===== src/design/ccu_bus_pkg.sv =====
package ccu_bus_pkg;

  // Master ports sharing the memory
  localparam int unsigned NUM_PORTS = 4;

  localparam int unsigned ADDR_W = 16;
  localparam int unsigned DATA_W = 32;

  // Bits needed to name one master port
  localparam int unsigned PORT_IDX_W = $clog2(NUM_PORTS);

  typedef logic [ADDR_W-1:0]     addr_t;
  typedef logic [DATA_W-1:0]     data_t;
  typedef logic [PORT_IDX_W-1:0] port_idx_t;

endpackage

===== src/design/ccu_snoop_pkg.sv =====
package ccu_snoop_pkg;

  // Kind of snoop sent to a peer cache.
  // A read asks for clean data, a write asks the peer to drop its line.
  typedef enum logic {
    SNOOP_READ_CLEAN = 1'b0,
    SNOOP_INVALIDATE = 1'b1
  } snoop_op_e;

  // One bit per master port, used as domain mask and hit vector
  typedef logic [ccu_bus_pkg::NUM_PORTS-1:0] port_mask_t;

endpackage


===== src/design/ccu_top.sv =====
`timescale 1ns/1ps

module ccu_top import ccu_bus_pkg::*, ccu_snoop_pkg::*; (
  input  logic                 clk_i,
  input  logic                 rst_n_i,
  input  logic [NUM_PORTS-1:0] cpu_req_i,
  input  logic [NUM_PORTS-1:0] cpu_we_i,
  input  addr_t                cpu_addr_i    [NUM_PORTS],
  input  data_t                cpu_wdata_i   [NUM_PORTS],
  input  port_mask_t           domain_mask_i [NUM_PORTS],
  output logic [NUM_PORTS-1:0] cpu_ack_o,
  output data_t                cpu_rdata_o   [NUM_PORTS],
  output logic [NUM_PORTS-1:0] cpu_shared_o,
  output logic [NUM_PORTS-1:0] snoop_req_o,
  output snoop_op_e            snoop_op_o    [NUM_PORTS],
  output addr_t                snoop_addr_o  [NUM_PORTS],
  input  logic [NUM_PORTS-1:0] snoop_ack_i,
  input  port_mask_t           snoop_hit_i,
  input  data_t                snoop_data_i  [NUM_PORTS],
  output logic                 mem_req_o,
  output logic                 mem_we_o,
  output addr_t                mem_addr_o,
  output data_t                mem_wdata_o,
  input  logic                 mem_ack_i,
  input  data_t                mem_rdata_i
);

  logic      gnt_valid;
  port_idx_t gnt_idx;
  logic      gnt_done;
  port_idx_t sel_idx;
  logic      shared;

  logic      snp_start;
  snoop_op_e snp_op;
  logic      snp_done;
  logic      snp_hit;
  data_t     snp_data;

  logic      mem_start;
  logic      mem_we;
  logic      mem_done;
  data_t     mem_data;

  ccu_arbiter i_arbiter (
    .clk_i       (clk_i),
    .rst_n_i     (rst_n_i),
    .req_i       (cpu_req_i),
    .done_i      (gnt_done),
    .gnt_valid_o (gnt_valid),
    .gnt_idx_o   (gnt_idx)
  );

  ccu_ctrl i_ctrl (
    .clk_i       (clk_i),
    .rst_n_i     (rst_n_i),
    .gnt_valid_i (gnt_valid),
    .gnt_idx_i   (gnt_idx),
    .gnt_done_o  (gnt_done),
    .cpu_req_i   (cpu_req_i),
    .cpu_we_i    (cpu_we_i[sel_idx]),
    .cpu_ack_o   (cpu_ack_o),
    .snp_start_o (snp_start),
    .snp_op_o    (snp_op),
    .snp_done_i  (snp_done),
    .snp_hit_i   (snp_hit),
    .mem_start_o (mem_start),
    .mem_we_o    (mem_we),
    .mem_done_i  (mem_done),
    .sel_idx_o   (sel_idx),
    .shared_o    (shared)
  );

  ccu_snoop_unit i_snoop_unit (
    .clk_i         (clk_i),
    .rst_n_i       (rst_n_i),
    .start_i       (snp_start),
    .op_i          (snp_op),
    .req_idx_i     (sel_idx),
    .domain_mask_i (domain_mask_i[sel_idx]),
    .addr_i        (cpu_addr_i[sel_idx]),
    .done_o        (snp_done),
    .hit_o         (snp_hit),
    .data_o        (snp_data),
    .snoop_req_o   (snoop_req_o),
    .snoop_op_o    (snoop_op_o),
    .snoop_addr_o  (snoop_addr_o),
    .snoop_ack_i   (snoop_ack_i),
    .snoop_hit_i   (snoop_hit_i),
    .snoop_data_i  (snoop_data_i)
  );

  ccu_mem_path i_mem_path (
    .clk_i       (clk_i),
    .rst_n_i     (rst_n_i),
    .start_i     (mem_start),
    .we_i        (mem_we),
    .addr_i      (cpu_addr_i[sel_idx]),
    .wdata_i     (cpu_wdata_i[sel_idx]),
    .done_o      (mem_done),
    .rdata_o     (mem_data),
    .mem_req_o   (mem_req_o),
    .mem_we_o    (mem_we_o),
    .mem_addr_o  (mem_addr_o),
    .mem_wdata_o (mem_wdata_o),
    .mem_ack_i   (mem_ack_i),
    .mem_rdata_i (mem_rdata_i)
  );

  // Read result goes to every port, only the acked one takes it
  for (genvar p = 0; p < NUM_PORTS; p++) begin : g_resp
    assign cpu_rdata_o[p]  = shared ? snp_data : mem_data;
    assign cpu_shared_o[p] = shared && (sel_idx == port_idx_t'(p));
  end

endmodule


===== src/design/ccu_mem_path.sv =====
`timescale 1ns/1ps

module ccu_mem_path import ccu_bus_pkg::*; (
  input  logic  clk_i,
  input  logic  rst_n_i,
  input  logic  start_i,
  input  logic  we_i,
  input  addr_t addr_i,
  input  data_t wdata_i,
  output logic  done_o,
  output data_t rdata_o,
  output logic  mem_req_o,
  output logic  mem_we_o,
  output addr_t mem_addr_o,
  output data_t mem_wdata_o,
  input  logic  mem_ack_i,
  input  data_t mem_rdata_i
);

  logic  req_q;
  logic  wait_q;  // ack seen, waiting for it to fall
  logic  we_q;
  addr_t addr_q;
  data_t wdata_q;
  data_t rdata_q;

  always_ff @(posedge clk_i or negedge rst_n_i) begin
    if (!rst_n_i) begin
      req_q  <= 1'b0;
      wait_q <= 1'b0;
    end else begin
      if (start_i) begin
        req_q <= 1'b1;
      end else if (req_q && mem_ack_i) begin
        req_q  <= 1'b0;
        wait_q <= 1'b1;
      end else if (wait_q && !mem_ack_i) begin
        wait_q <= 1'b0;
      end
    end
  end

  always_ff @(posedge clk_i) begin
    if (start_i) begin
      we_q    <= we_i;
      addr_q  <= addr_i;
      wdata_q <= wdata_i;
    end
    if (req_q && mem_ack_i) rdata_q <= mem_rdata_i;
  end

  assign done_o      = wait_q && !mem_ack_i;
  assign rdata_o     = rdata_q;
  assign mem_req_o   = req_q;
  assign mem_we_o    = we_q;
  assign mem_addr_o  = addr_q;
  assign mem_wdata_o = wdata_q;

  // No restart from the controller mid-cycle
  a_mem_fields_stable: assert property (@(posedge clk_i) disable iff (!rst_n_i)
    mem_req_o && $past(mem_req_o) |-> $stable({mem_we_o, mem_addr_o, mem_wdata_o}));

endmodule


===== src/design/ccu_snoop_unit.sv =====
`timescale 1ns/1ps

module ccu_snoop_unit import ccu_bus_pkg::*, ccu_snoop_pkg::*; (
  input  logic                 clk_i,
  input  logic                 rst_n_i,
  input  logic                 start_i,
  input  snoop_op_e            op_i,
  input  port_idx_t            req_idx_i,
  input  port_mask_t           domain_mask_i,
  input  addr_t                addr_i,
  output logic                 done_o,
  output logic                 hit_o,
  output data_t                data_o,
  output logic [NUM_PORTS-1:0] snoop_req_o,
  output snoop_op_e            snoop_op_o   [NUM_PORTS],
  output addr_t                snoop_addr_o [NUM_PORTS],
  input  logic [NUM_PORTS-1:0] snoop_ack_i,
  input  port_mask_t           snoop_hit_i,
  input  data_t                snoop_data_i [NUM_PORTS]
);

  logic                 busy_q;
  snoop_op_e            op_q;
  addr_t                addr_q;
  port_mask_t           sel_mask;
  port_mask_t           sel_q;     // Peers taking part
  logic [NUM_PORTS-1:0] req_q;
  port_mask_t           hit_vec_q;
  data_t                data_q [NUM_PORTS];

  // Requester never snoops itself
  assign sel_mask = domain_mask_i & ~(port_mask_t'(1) << req_idx_i);

  always_ff @(posedge clk_i or negedge rst_n_i) begin
    if (!rst_n_i) begin
      busy_q    <= 1'b0;
      op_q      <= SNOOP_READ_CLEAN;
      addr_q    <= '0;
      sel_q     <= '0;
      req_q     <= '0;
      hit_vec_q <= '0;
    end else if (start_i) begin
      busy_q    <= 1'b1;
      op_q      <= op_i;
      addr_q    <= addr_i;
      sel_q     <= sel_mask;
      req_q     <= sel_mask;
      hit_vec_q <= '0;
    end else if (busy_q) begin
      if (done_o) busy_q <= 1'b0;
      for (int q = 0; q < NUM_PORTS; q++) begin
        if (req_q[q] && snoop_ack_i[q]) begin
          req_q[q]     <= 1'b0; // ack seen, drop req
          hit_vec_q[q] <= snoop_hit_i[q];
        end
      end
    end
  end

  // Response payload
  always_ff @(posedge clk_i) begin
    for (int q = 0; q < NUM_PORTS; q++) begin
      if (req_q[q] && snoop_ack_i[q]) data_q[q] <= snoop_data_i[q];
    end
  end

  // All reqs dropped and every selected peer has released its ack
  assign done_o = busy_q && (req_q == '0) && !(|(snoop_ack_i & sel_q));
  assign hit_o  = |hit_vec_q;

  // Lowest-indexed hit wins
  always_comb begin
    data_o = '0;
    for (int q = NUM_PORTS - 1; q >= 0; q--) begin
      if (hit_vec_q[q]) data_o = data_q[q];
    end
  end

  assign snoop_req_o = req_q;
  for (genvar q = 0; q < NUM_PORTS; q++) begin : g_bcast
    assign snoop_op_o[q]   = op_q;
    assign snoop_addr_o[q] = addr_q;
  end

  a_no_self_snoop: assert property (@(posedge clk_i) disable iff (!rst_n_i)
    busy_q |-> !snoop_req_o[req_idx_i]);

endmodule


===== src/design/ccu_ctrl.sv =====
`timescale 1ns/1ps

module ccu_ctrl import ccu_bus_pkg::*, ccu_snoop_pkg::*; (
  input  logic                 clk_i,
  input  logic                 rst_n_i,
  input  logic                 gnt_valid_i,
  input  port_idx_t            gnt_idx_i,
  output logic                 gnt_done_o,
  input  logic [NUM_PORTS-1:0] cpu_req_i,
  input  logic                 cpu_we_i,   // we of the selected port
  output logic [NUM_PORTS-1:0] cpu_ack_o,
  output logic                 snp_start_o,
  output snoop_op_e            snp_op_o,
  input  logic                 snp_done_i,
  input  logic                 snp_hit_i,
  output logic                 mem_start_o,
  output logic                 mem_we_o,
  input  logic                 mem_done_i,
  output port_idx_t            sel_idx_o,
  output logic                 shared_o
);

  enum logic [2:0] {
    IDLE,
    SNOOP,
    MEM,
    ACK,
    RELEASE
  } state_q, state_d;

  port_idx_t            sel_q;
  logic                 snp_start_q;
  logic                 mem_start_q;
  logic                 shared_q;
  logic [NUM_PORTS-1:0] ack_q;

  always_comb begin
    state_d = state_q;
    case (state_q)
      IDLE:    if (gnt_valid_i) state_d = SNOOP;
      SNOOP: begin
        if (snp_done_i) begin
          if (!cpu_we_i && snp_hit_i) state_d = ACK; // served by a peer
          else                        state_d = MEM;
        end
      end
      MEM:     if (mem_done_i) state_d = ACK;
      ACK:     if (!cpu_req_i[sel_q]) state_d = RELEASE;
      RELEASE: state_d = IDLE;
      default: state_d = IDLE;
    endcase
  end

  always_ff @(posedge clk_i or negedge rst_n_i) begin
    if (!rst_n_i) begin
      state_q     <= IDLE;
      sel_q       <= '0;
      snp_start_q <= 1'b0;
      mem_start_q <= 1'b0;
      shared_q    <= 1'b0;
      ack_q       <= '0;
    end else begin
      state_q     <= state_d;
      snp_start_q <= 1'b0;
      mem_start_q <= 1'b0;
      case (state_q)
        IDLE: begin
          if (gnt_valid_i) begin
            sel_q       <= gnt_idx_i;
            snp_start_q <= 1'b1; // snoop fires in first SNOOP cycle
          end
        end
        SNOOP: begin
          if (snp_done_i) begin
            if (!cpu_we_i && snp_hit_i) begin
              shared_q     <= 1'b1;
              ack_q[sel_q] <= 1'b1;
            end else begin
              mem_start_q <= 1'b1;
            end
          end
        end
        MEM: if (mem_done_i) ack_q[sel_q] <= 1'b1;
        RELEASE: begin
          ack_q    <= '0;
          shared_q <= 1'b0;
        end
        default: ;
      endcase
    end
  end

  assign gnt_done_o  = (state_q == RELEASE);
  assign snp_start_o = snp_start_q;
  assign snp_op_o    = cpu_we_i ? SNOOP_INVALIDATE : SNOOP_READ_CLEAN;
  assign mem_start_o = mem_start_q;
  assign mem_we_o    = cpu_we_i;
  assign sel_idx_o   = sel_q;
  assign shared_o    = shared_q;
  assign cpu_ack_o   = ack_q;

  // Four-phase rule on the master side, per port
  for (genvar p = 0; p < NUM_PORTS; p++) begin : g_ack_chk
    a_ack_needs_req: assert property (@(posedge clk_i) disable iff (!rst_n_i)
      $rose(cpu_ack_o[p]) |-> cpu_req_i[p]);
  end

endmodule


===== src/design/ccu_arbiter.sv =====
`timescale 1ns/1ps

module ccu_arbiter import ccu_bus_pkg::*, ccu_snoop_pkg::*; (
  input  logic       clk_i,
  input  logic       rst_n_i,
  input  port_mask_t req_i,
  input  logic       done_i,
  output logic       gnt_valid_o,
  output port_idx_t  gnt_idx_o
);

  logic      gnt_valid_q;
  port_idx_t gnt_idx_q;
  port_idx_t last_q;     // Last winner
  port_idx_t next_idx;
  port_idx_t cand;

  // Search starts one past the last winner, wraps around
  always_comb begin : pick
    logic found;
    found    = 1'b0;
    next_idx = last_q;
    cand     = last_q;
    for (int i = 1; i <= NUM_PORTS; i++) begin
      cand = last_q + port_idx_t'(i);
      if (!found && req_i[cand]) begin
        next_idx = cand;
        found    = 1'b1;
      end
    end
  end

  always_ff @(posedge clk_i or negedge rst_n_i) begin
    if (!rst_n_i) begin
      gnt_valid_q <= 1'b0;
      gnt_idx_q   <= '0;
      last_q      <= port_idx_t'(NUM_PORTS - 1); // port 0 wins first
    end else if (gnt_valid_q) begin
      if (done_i) begin
        gnt_valid_q <= 1'b0;
        last_q      <= gnt_idx_q;
      end
    end else if (|req_i) begin
      gnt_valid_q <= 1'b1;
      gnt_idx_q   <= next_idx;
    end
  end

  assign gnt_valid_o = gnt_valid_q;
  assign gnt_idx_o   = gnt_idx_q;

  // Grant must not move under the controller
  a_gnt_stable: assert property (@(posedge clk_i) disable iff (!rst_n_i)
    gnt_valid_o && $past(gnt_valid_o) |-> $stable(gnt_idx_o));

endmodule


===== config.mk =====
export PLATFORM = sky130hd
export DESIGN_NAME = ccu_top
export DESIGN_NICKNAME = d
export VERILOG_FILES = /design/src/design/ccu_bus_pkg.sv /design/src/design/ccu_snoop_pkg.sv /design/src/design/ccu_top.sv /design/src/design/ccu_mem_path.sv /design/src/design/ccu_snoop_unit.sv /design/src/design/ccu_ctrl.sv /design/src/design/ccu_arbiter.sv
export SDC_FILE = /design/constraint.sdc
export NUM_CORES = 1
export LEC_CHECK = 0
export BUFFER_PORTS_ARGS = -buffer_cell sky130_fd_sc_hd__buf_2
export CORE_AREA = 2 2 249 251
export CTS_BUF_LIST = sky130_fd_sc_hd__clkbuf_16
export CTS_CLUSTER_SIZE = 10
export DETAILED_ROUTE_END_ITERATION = 8
export DIE_AREA = 0 0 251 253
export HOLD_SLACK_MARGIN = 0.12
export PLACE_DENSITY = 0.47
export SYNTH_ARGS = -nofsm -noshare
export SYNTH_HDL_FRONTEND = slang
export SYNTH_HIERARCHICAL = 1
export SYNTH_SLANG_ARGS = --single-unit

===== constraint.sdc =====
create_clock -name clk_i -period 2.17 [get_ports clk_i]
set_input_delay 0.1085 -clock clk_i [delete_from_list [all_inputs] [get_ports clk_i]]
set_output_delay 0.1085 -clock clk_i [all_outputs]
set_load 0.03 [all_outputs]

# Word-level counts from Yosys, hierarchy flattened
# Memory sizes are Yosys's and may differ from the RTL's.
# Index checks and enable logic that the tools add are counted.
[classes]
addsub = 3
mul = 0
n_div = 0
order_cmp = 7
n_eq_ne = 12
shifts = 1
muxes = 84
bitwise = 7
reduce_logical = 49
[ops]
columns = ["op", "count"]
rows = [
  ["32-bit two-way mux", 7],
  ["32-bit binary-select mux with 2-bit select", 1],
  ["1-bit two-way mux", 45],
  ["4-bit two-way mux", 9],
  ["16-bit binary-select mux with 2-bit select", 1],
  ["16-bit two-way mux", 2],
  ["1-bit logical AND", 17],
  ["2-bit AND reduction", 8],
  ["2-bit nonzero test", 8],
  ["2-bit by 3-bit < comparator with 1-bit output, second input constant", 5],
  ["1-bit binary-select mux with 2-bit select", 6],
  ["3-bit two-way mux", 4],
  ["3-bit one-hot mux with 4 select lines", 1],
  ["4-bit one-hot mux with 3 select lines", 1],
  ["4-bit OR reduction", 3],
  ["4-bit bitwise AND", 2],
  ["4-bit binary-select mux with 2-bit select", 1],
  ["2-bit two-way mux", 4],
  ["4-bit AND reduction", 2],
  ["3-bit by 2-bit equality test with 1-bit output, second input constant", 2],
  ["1-bit logical NOT", 6],
  ["2-bit by 1-bit != test with 1-bit output, second input constant", 3],
  ["2-bit adder, second input constant", 2],
  ["2-bit equality test, second input constant", 2],
  ["19 further kinds", 21],
]
[word_totals]
reg_bits = 130
latchBits = 0
ram_bits = 128
rom_bits = 0
in_bits = 387
output_inout_bits = 258
wordCells = 191
mem_count = 1
[memory_table]
columns = ["memory", "words", "width", "read_ports", "rd_ports_with_merged_regs", "wr", "line_no", "source"]
rows = [
  ["i_snoop_unit.data_q", 4, 32, 4, 0, 4, "ccu_snoop_unit.sv:29", "data_t data_q [NUM_PORTS];"],
]

# Longest topological paths before layout
[depth]
ltp_word = 13
ltp_mapped = 7
ltp_nobuf = 6

# By module
# The synthesis kept the hierarchy.
[by_module_without_submodules]
columns = ["module", "instances", "cells_per_inst", "area_each_um2", "seq_area_each_um2"]
rows = [
  ["ccu_snoop_unit", 1, 428, 6769.0, 4594.4],
  ["ccu_mem_path", 1, 89, 2523.7, 2482.4],
  ["ccu_top", 1, 201, 2411.1, 0.0],
  ["ccu_ctrl", 1, 60, 645.6, 300.3],
  ["ccu_arbiter", 1, 27, 277.8, 127.6],
]

# Least setup slack after synthesis
# Ideal clock, no wire load.
[synth_path]
kind = "reg-to-reg"
from = "reg i_ctrl.sel_q[0], in the netlist i_ctrl/sel_idx_o[0]"
to = "reg i_ctrl.ack_q[0], in the netlist i_ctrl/cpu_ack_o[0]"
setup_ns = 0.104
arrival_time_ns = 1.852
t_required_ns = 2.066
slack_ns = 0.214
stages_incl_launch_ff = 6
path_buffers = 1
synth_period_minus_slack_ns = 1.956
cell_sequence = "dfrtp_1 buf_6 mux4_2 and4bb_2 a211oi_2 o41ai_2"
[synth_between]
elab_chain_cells = 8
elab_cells_between_ends = 16
cone_classes = "order compare (2); eq/ne (1); mux (8); bitwise (1); reduce/logical (4)"
[synth_rtl]
columns = ["item", "line_no", "source"]
rows = [
  ["from (decl)", "ccu_ctrl.sv:31", "port_idx_t sel_q;"],
  ["from (signal assigned)", "ccu_ctrl.sv:69", "sel_q <= gnt_idx_i;"],
  ["2-bit by 3-bit < comparator with 1-bit output (not written as such) / 2-bit by 1-bit greater-or-equal comparator with 1-bit output (equally long branches)", "ccu_ctrl.sv:77, ccu_ctrl.sv:83", ""],
  ["1-bit logical AND (not written as such)", "ccu_ctrl.sv:77, ccu_ctrl.sv:83", ""],
  ["1-bit two-way mux (not written as such)", "ccu_ctrl.sv:77, ccu_ctrl.sv:83", ""],
  ["1-bit demux with 2-bit select", "n/a", ""],
  ["4-bit OR (no line)", "n/a", ""],
  ["4-bit two-way mux", "ccu_ctrl.sv:75", "if (!cpu_we_i && snp_hit_i) begin"],
  ["4-bit two-way mux", "ccu_ctrl.sv:74", "if (snp_done_i) begin"],
  ["4-bit one-hot mux with 3 select lines", "ccu_ctrl.sv:66", "case (state_q)"],
  ["to (signal, indexed assignment)", "ccu_ctrl.sv:77", "ack_q[sel_q] <= 1'b1;"],
  ["to (signal, indexed assignment)", "ccu_ctrl.sv:83", "MEM: if (mem_done_i) ack_q[sel_q] <= 1'b1;"],
  ["to (signal assigned)", "ccu_ctrl.sv:85", "ack_q <= '0;"],
  ["to (decl)", "ccu_ctrl.sv:35", "logic [NUM_PORTS-1:0] ack_q;"],
]
# Parallel ways exist; a longest one is shown, timed or not. The select of a mux whose other input is x is not followed.
# A chain may end at the register's enable or synchronous reset.

==> run summary <==
In this run the tightest slew margin relative to its limit is 55.83%. The gate count after technology mapping was 805; the total die area was 0.06350 mm². The tools report the number of antenna violations at the first check in global routing as 6.

The placed wire-length estimate after detailed placement came out at 34770 µm. The highest clock rate was 0.4264 GHz. In this run the tool buffered the top-level ports with 644 buffer cells.

The number of global-route vias before repair came out at 11279. Path class of the lowest-slack min-delay path: in -> async. After clock tree synthesis, the clock-pin slew on the worst setup and hold paths is 0.05 ns. Using the TritonRoute via totals, the vias-per-cell ratio works out to 4.149. The number of buffers and inverters on the critical path was 3; the routed wirelength normalized by instance count was 20.35 µm. The run gives 6 as the number of synthesis warnings. The worst-case register-to-register setup slack came out at 0.07 ns.

The clock reaches the later pin of the worst-skew pair after 0.53 ns. Per report_power, the clock group accounts for 19.5% of the total. During I/O placement, the number of pins put on the boundary was 645.

Before antenna repair, the detailed router went through 7 iterations. The cell that appears most often on the critical path is sky130_fd_sc_hd__buf_12. The final reports fail on negative setup slack.

After detailed routing, the number of remaining DRC violations is 0. The actual slew at the worst max-slew pin works out to 0.6625 ns. The critical path is of the reg -> out type. The setup slack after layout came out at -0.1751 ns. Highest-delay cell along the critical path: sky130_fd_sc_hd__dfrtp_2. Setup repair after global routing could not meet its margin everywhere. The routed design has 51170 µm of wire. TritonCTS built the clock tree.

The placeable core region is 0.06103 mm². The initial utilization of the core area, before any placement, comes to 20.69%. The total congestion overflow after global routing is 0.

The top cell type's share of synthesized area is 49.70%, and the maximum level of the CTS H-tree is 2. Entering global routing, the biggest net connects 53 pins. For this run, the register share of the synthesized area comes to 59.43%.

The floorplan step set the die width to 251 µm. The first global-routing pass estimated 71590 µm of wire. The fraction of final layout cells with drive strength greater than 1 was 54.07%. Summed over all cells, the static leakage comes to 0.009034 µW.

The cell sitting at the root of the clock tree is a sky130_fd_sc_hd__clkbuf_16. The logs give 0.8253 for the global placer's final weighted congestion and 16400 µW for the design internal power. In this run the number of cells on the critical path is 7. The total cell area at the placement stage is 0.01585 mm², and the number of max-cap violations is 0. Counting the buffers created by CTS gives 35. Total non-filler cell area in the finished layout: 0.02171 mm². The flow ran to the end, but the final reports show violations. Following the worst setup path forward leads to its endpoint at cpu_rdata_o[20].

Broken down by cell family, the worst path's largest delay share belongs to buffers and inverters. Dividing total power by cell area gives a power density of 1279 mW/mm². The tools report the fraction of power consumed by sequential logic as 26.6%. Combinational logic burns 53.9% of the power. The tools report the startpoint of the lowest-slack register-to-register path as i_ctrl/sel_idx_o[0]. The final setup violation count was 128; the total global routing track utilization was 15.35%.

Critical path data arrival time: 2.24 ns. The most used flip-flop cell after synthesis is sky130_fd_sc_hd__edfxtp_1. The area growth from synthesis to layout was 71.93%; the final setup skew was 0.01894 ns. Counting along the longest clock path gives a buffer depth of 3.

In this run the remaining antenna-violating nets after routing total 0. Summed over all instances, the cell type with the most area after synthesis is sky130_fd_sc_hd__edfxtp_1. The routed design could run at a clock period as short as 2.345 ns. The switching share of power was 40.95%; the number of clock sinks was 258. In this run the core area contains 91 standard-cell rows. The number of nets handed over by synthesis was 1192. The tools report the type of element launching the critical path as a register.

The tools report the number of distinct library cells after synthesis as 54. Synthesized area divided by synthesized cell count: 15.69 µm². The capturing element type of the critical path is an output port.

Across the VDD grid, the largest voltage drop is 816.3 µV. Yosys mapped a number of flops with a built-in enable equal to 209. At the worst endpoint, the required time is 2.06 ns. Traced cell by cell, the critical path runs through nor2b_4, buf_12, buf_12, a221oi_2, o31ai_2, mux2_4, clkbuf_4.

From bottom edge to top edge, the die measures 253 µm. By area the synthesized netlist is led by sky130_fd_sc_hd__edfxtp_1 50%, sky130_fd_sc_hd__mux4_2 9.5%, sky130_fd_sc_hd__dfrtp_1 9.3%, sky130_fd_sc_hd__buf_4 9.0%, sky130_fd_sc_hd__mux2_2 4.9%. Detailed routing inserted a total of 10435 vias. In this run, synthesis produced a sequential element count of 258. Number of pins with negative max-slew slack in the final report: 0. Across all hold checks on the routed design, the worst slack comes to 0.1353 ns. The endpoint identified for the worst register-to-register timing path is i_mem_path/mem_addr_o[10]. The portion of the clock cycle consumed by the worst path in the final layout works out to 108.1%. In the synthesized netlist the async set-or-reset flop fraction comes to 18.99%. For the worst flop-to-flop path, the logic depth is 3.

Tracing the worst setup path back leads to its startpoint at i_snoop_unit/hit_vec_q[2]. The largest single stage delay on the critical path is 0.45 ns. The largest fanout on the critical path was 12; the power dissipated by switching net loads was 11370 µW. After synthesis the cells add up to 0.01263 mm². In this run, the number of DRC markers left after iteration 0 of detailed routing was 436. The run gives 0 as the number of hold violations in the final report. The net count of the finished layout is 2087.
## final cells by class
class	count	area [µm²]
timing repair buffer	1052	8138
sequential	258	7518
inverter	12	50.05
clock buffer	36	900.9
multi-input combinational	341	3938
fill	5906	39320
tap	790	988.4
antenna	5	12.51
clock inverter	21	163.9
## power by group through the flow
stage	Clock [µW]	Combinational (µW)	Sequential, µW
2_1_floorplan	0	9240	8030
5_1_grt	5800	15800	7510
4_1_cts	5640	14700	7400
3_3_place_gp	0	12300	7440
3_5_place_dp	0	12300	7470
6_report	5410	15000	7390
## layout by cell type, fill, tap and decap left out, types with 4 or more instances in the layout
master / synthesis / layout
sky130_fd_sc_hd__and2_2: 1 / 5
sky130_fd_sc_hd__mux2_4: 0 / 30
sky130_fd_sc_hd__mux4_2: 53 / 53
sky130_fd_sc_hd__buf_12: 0 / 18
sky130_fd_sc_hd__diode_2: 0 / 5
sky130_fd_sc_hd__mux2_2: 55 / 25
sky130_fd_sc_hd__o31ai_2: 30 / 29
sky130_fd_sc_hd__buf_4: 152 / 46
sky130_fd_sc_hd__edfxtp_1: 209 / 209
sky130_fd_sc_hd__buf_6: 9 / 88
sky130_fd_sc_hd__clkinv_1: 0 / 5
sky130_fd_sc_hd__buf_2: 20 / 529
sky130_fd_sc_hd__nand3_1: 11 / 11
sky130_fd_sc_hd__dlygate4sd3_1: 0 / 359
sky130_fd_sc_hd__a221oi_4: 0 / 11
sky130_fd_sc_hd__nand2b_1: 4 / 4
sky130_fd_sc_hd__nand2_1: 43 / 43
sky130_fd_sc_hd__dfrtp_2: 0 / 5
sky130_fd_sc_hd__o211ai_1: 5 / 5
sky130_fd_sc_hd__inv_1: 11 / 19
sky130_fd_sc_hd__a21oi_1: 8 / 7
sky130_fd_sc_hd__o21ai_0: 8 / 7
sky130_fd_sc_hd__clkbuf_16: 0 / 37
sky130_fd_sc_hd__nor2_1: 9 / 9
sky130_fd_sc_hd__mux2i_1: 5 / 5
sky130_fd_sc_hd__clkbuf_4: 0 / 6
sky130_fd_sc_hd__dfrtp_1: 47 / 40
sky130_fd_sc_hd__a221oi_2: 30 / 19
sky130_fd_sc_hd__nor2b_1: 35 / 34
## worst min-delay path by stage
stage / endpoint / cells after the start / start
6_report: i_mem_path/wait_q / 2 / rst_n_i
5_1_grt: i_snoop_unit/addr_q[0] / 3 / cpu_addr_i[32]
4_1_cts: i_snoop_unit/addr_q[10] / 3 / cpu_addr_i[58]
3_5_place_dp: i_mem_path/mem_req_o / 1 / rst_n_i
3_3_place_gp: i_mem_path/mem_req_o / 1 / rst_n_i
2_1_floorplan: i_arbiter/gnt_idx_o[0] / 0 / rst_n_i
## worst register-to-register path, delay by kind of cell (launching register included)
kind / cells / cell delay, ns
mux: 1 / 0.58
buf+inv: 2 / 0.80
flops: 1 / 0.45
## layer usage
layer  GRT usage, %  part of all wire, %  up-vias
met1          16.31                   36     5150
met3          3.351                  5.9       90
met5              0                0.027        -
met4          6.378                  3.7        2
li1               -                    -     4728
met2          29.16                   54      465
## cell usage after synthesis (2+ instances only)
master / count
sky130_fd_sc_hd__edfxtp_1: 209
sky130_fd_sc_hd__buf_4: 152
sky130_fd_sc_hd__mux2_2: 55
sky130_fd_sc_hd__mux4_2: 53
sky130_fd_sc_hd__dfrtp_1: 47
sky130_fd_sc_hd__nand2_1: 43
sky130_fd_sc_hd__nor2b_1: 35
sky130_fd_sc_hd__a221oi_2: 30
sky130_fd_sc_hd__o31ai_2: 30
sky130_fd_sc_hd__buf_2: 20
sky130_fd_sc_hd__clkbuf_1: 11
sky130_fd_sc_hd__inv_1: 11
sky130_fd_sc_hd__nand3_1: 11
sky130_fd_sc_hd__buf_6: 9
sky130_fd_sc_hd__nor2_1: 9
sky130_fd_sc_hd__a21oi_1: 8
sky130_fd_sc_hd__o21ai_0: 8
sky130_fd_sc_hd__and2_1: 5
sky130_fd_sc_hd__mux2i_1: 5
sky130_fd_sc_hd__o211ai_1: 5
sky130_fd_sc_hd__nand2b_1: 4
sky130_fd_sc_hd__and3_1: 3
sky130_fd_sc_hd__nand3b_1: 3
sky130_fd_sc_hd__a221oi_1: 2
sky130_fd_sc_hd__a22o_1: 2
sky130_fd_sc_hd__a31oi_1: 2
sky130_fd_sc_hd__and3b_1: 2
sky130_fd_sc_hd__buf_1: 2
sky130_fd_sc_hd__dfstp_2: 2
sky130_fd_sc_hd__nor2b_4: 2
sky130_fd_sc_hd__nor4_1: 2
## metrics by stage
step | setup WS [ns] | power (µW) | setup TNS [ns] | util [%] | cells
6_report | -0.1751 | 27770 | -14.94 | 35.57 | 2515
5_1_grt | -0.2884 | 29110 | -28.16 | 35.57 | 2515
4_1_cts | -0.2432 | 27700 | -22.44 | 35.00 | 2493
3_5_place_dp | 0.2581 | 19810 | 0 | 25.98 | 2070
3_3_place_gp | 0.2622 | 19750 | 0 | 25.98 | 2070
2_1_floorplan | 0.2144 | 17270 | 0 | - | 805
## registers in the layout (all words and copies together), names as in the netlist, 2 cells and up
name	flops
i_ctrl/sel_idx_o	2
i_ctrl/cpu_ack_o	4
i_arbiter/gnt_idx_o	2
i_mem_path/mem_addr_o	16
i_snoop_unit/sel_q	4
i_arbiter/last_q	2
i_snoop_unit/snoop_req_o	4
i_snoop_unit/addr_q	16
i_snoop_unit/data_q	128
i_ctrl/state_q	3
i_mem_path/mem_wdata_o	32
i_snoop_unit/hit_vec_q	4
i_mem_path/rdata_o	32
## cell families after synthesis
group,share of synthesized area (%)
DFF,59.43
buffers and inverters,11.42
muxes,14.75
and+or+nand+nor,5.717
AOI/OAI and AO/OA,8.680
## what timing repair did
action	CTS	global route
buffers inserted	6	14
hold buffers	357	5
endpoints found under the hold margin	289	3
resized for setup	203	64
pin swaps	19	12
endpoints found under the setup margin	129	143
gates cloned	3	1
No activity file was read; power rests on OpenSTA's default activity.
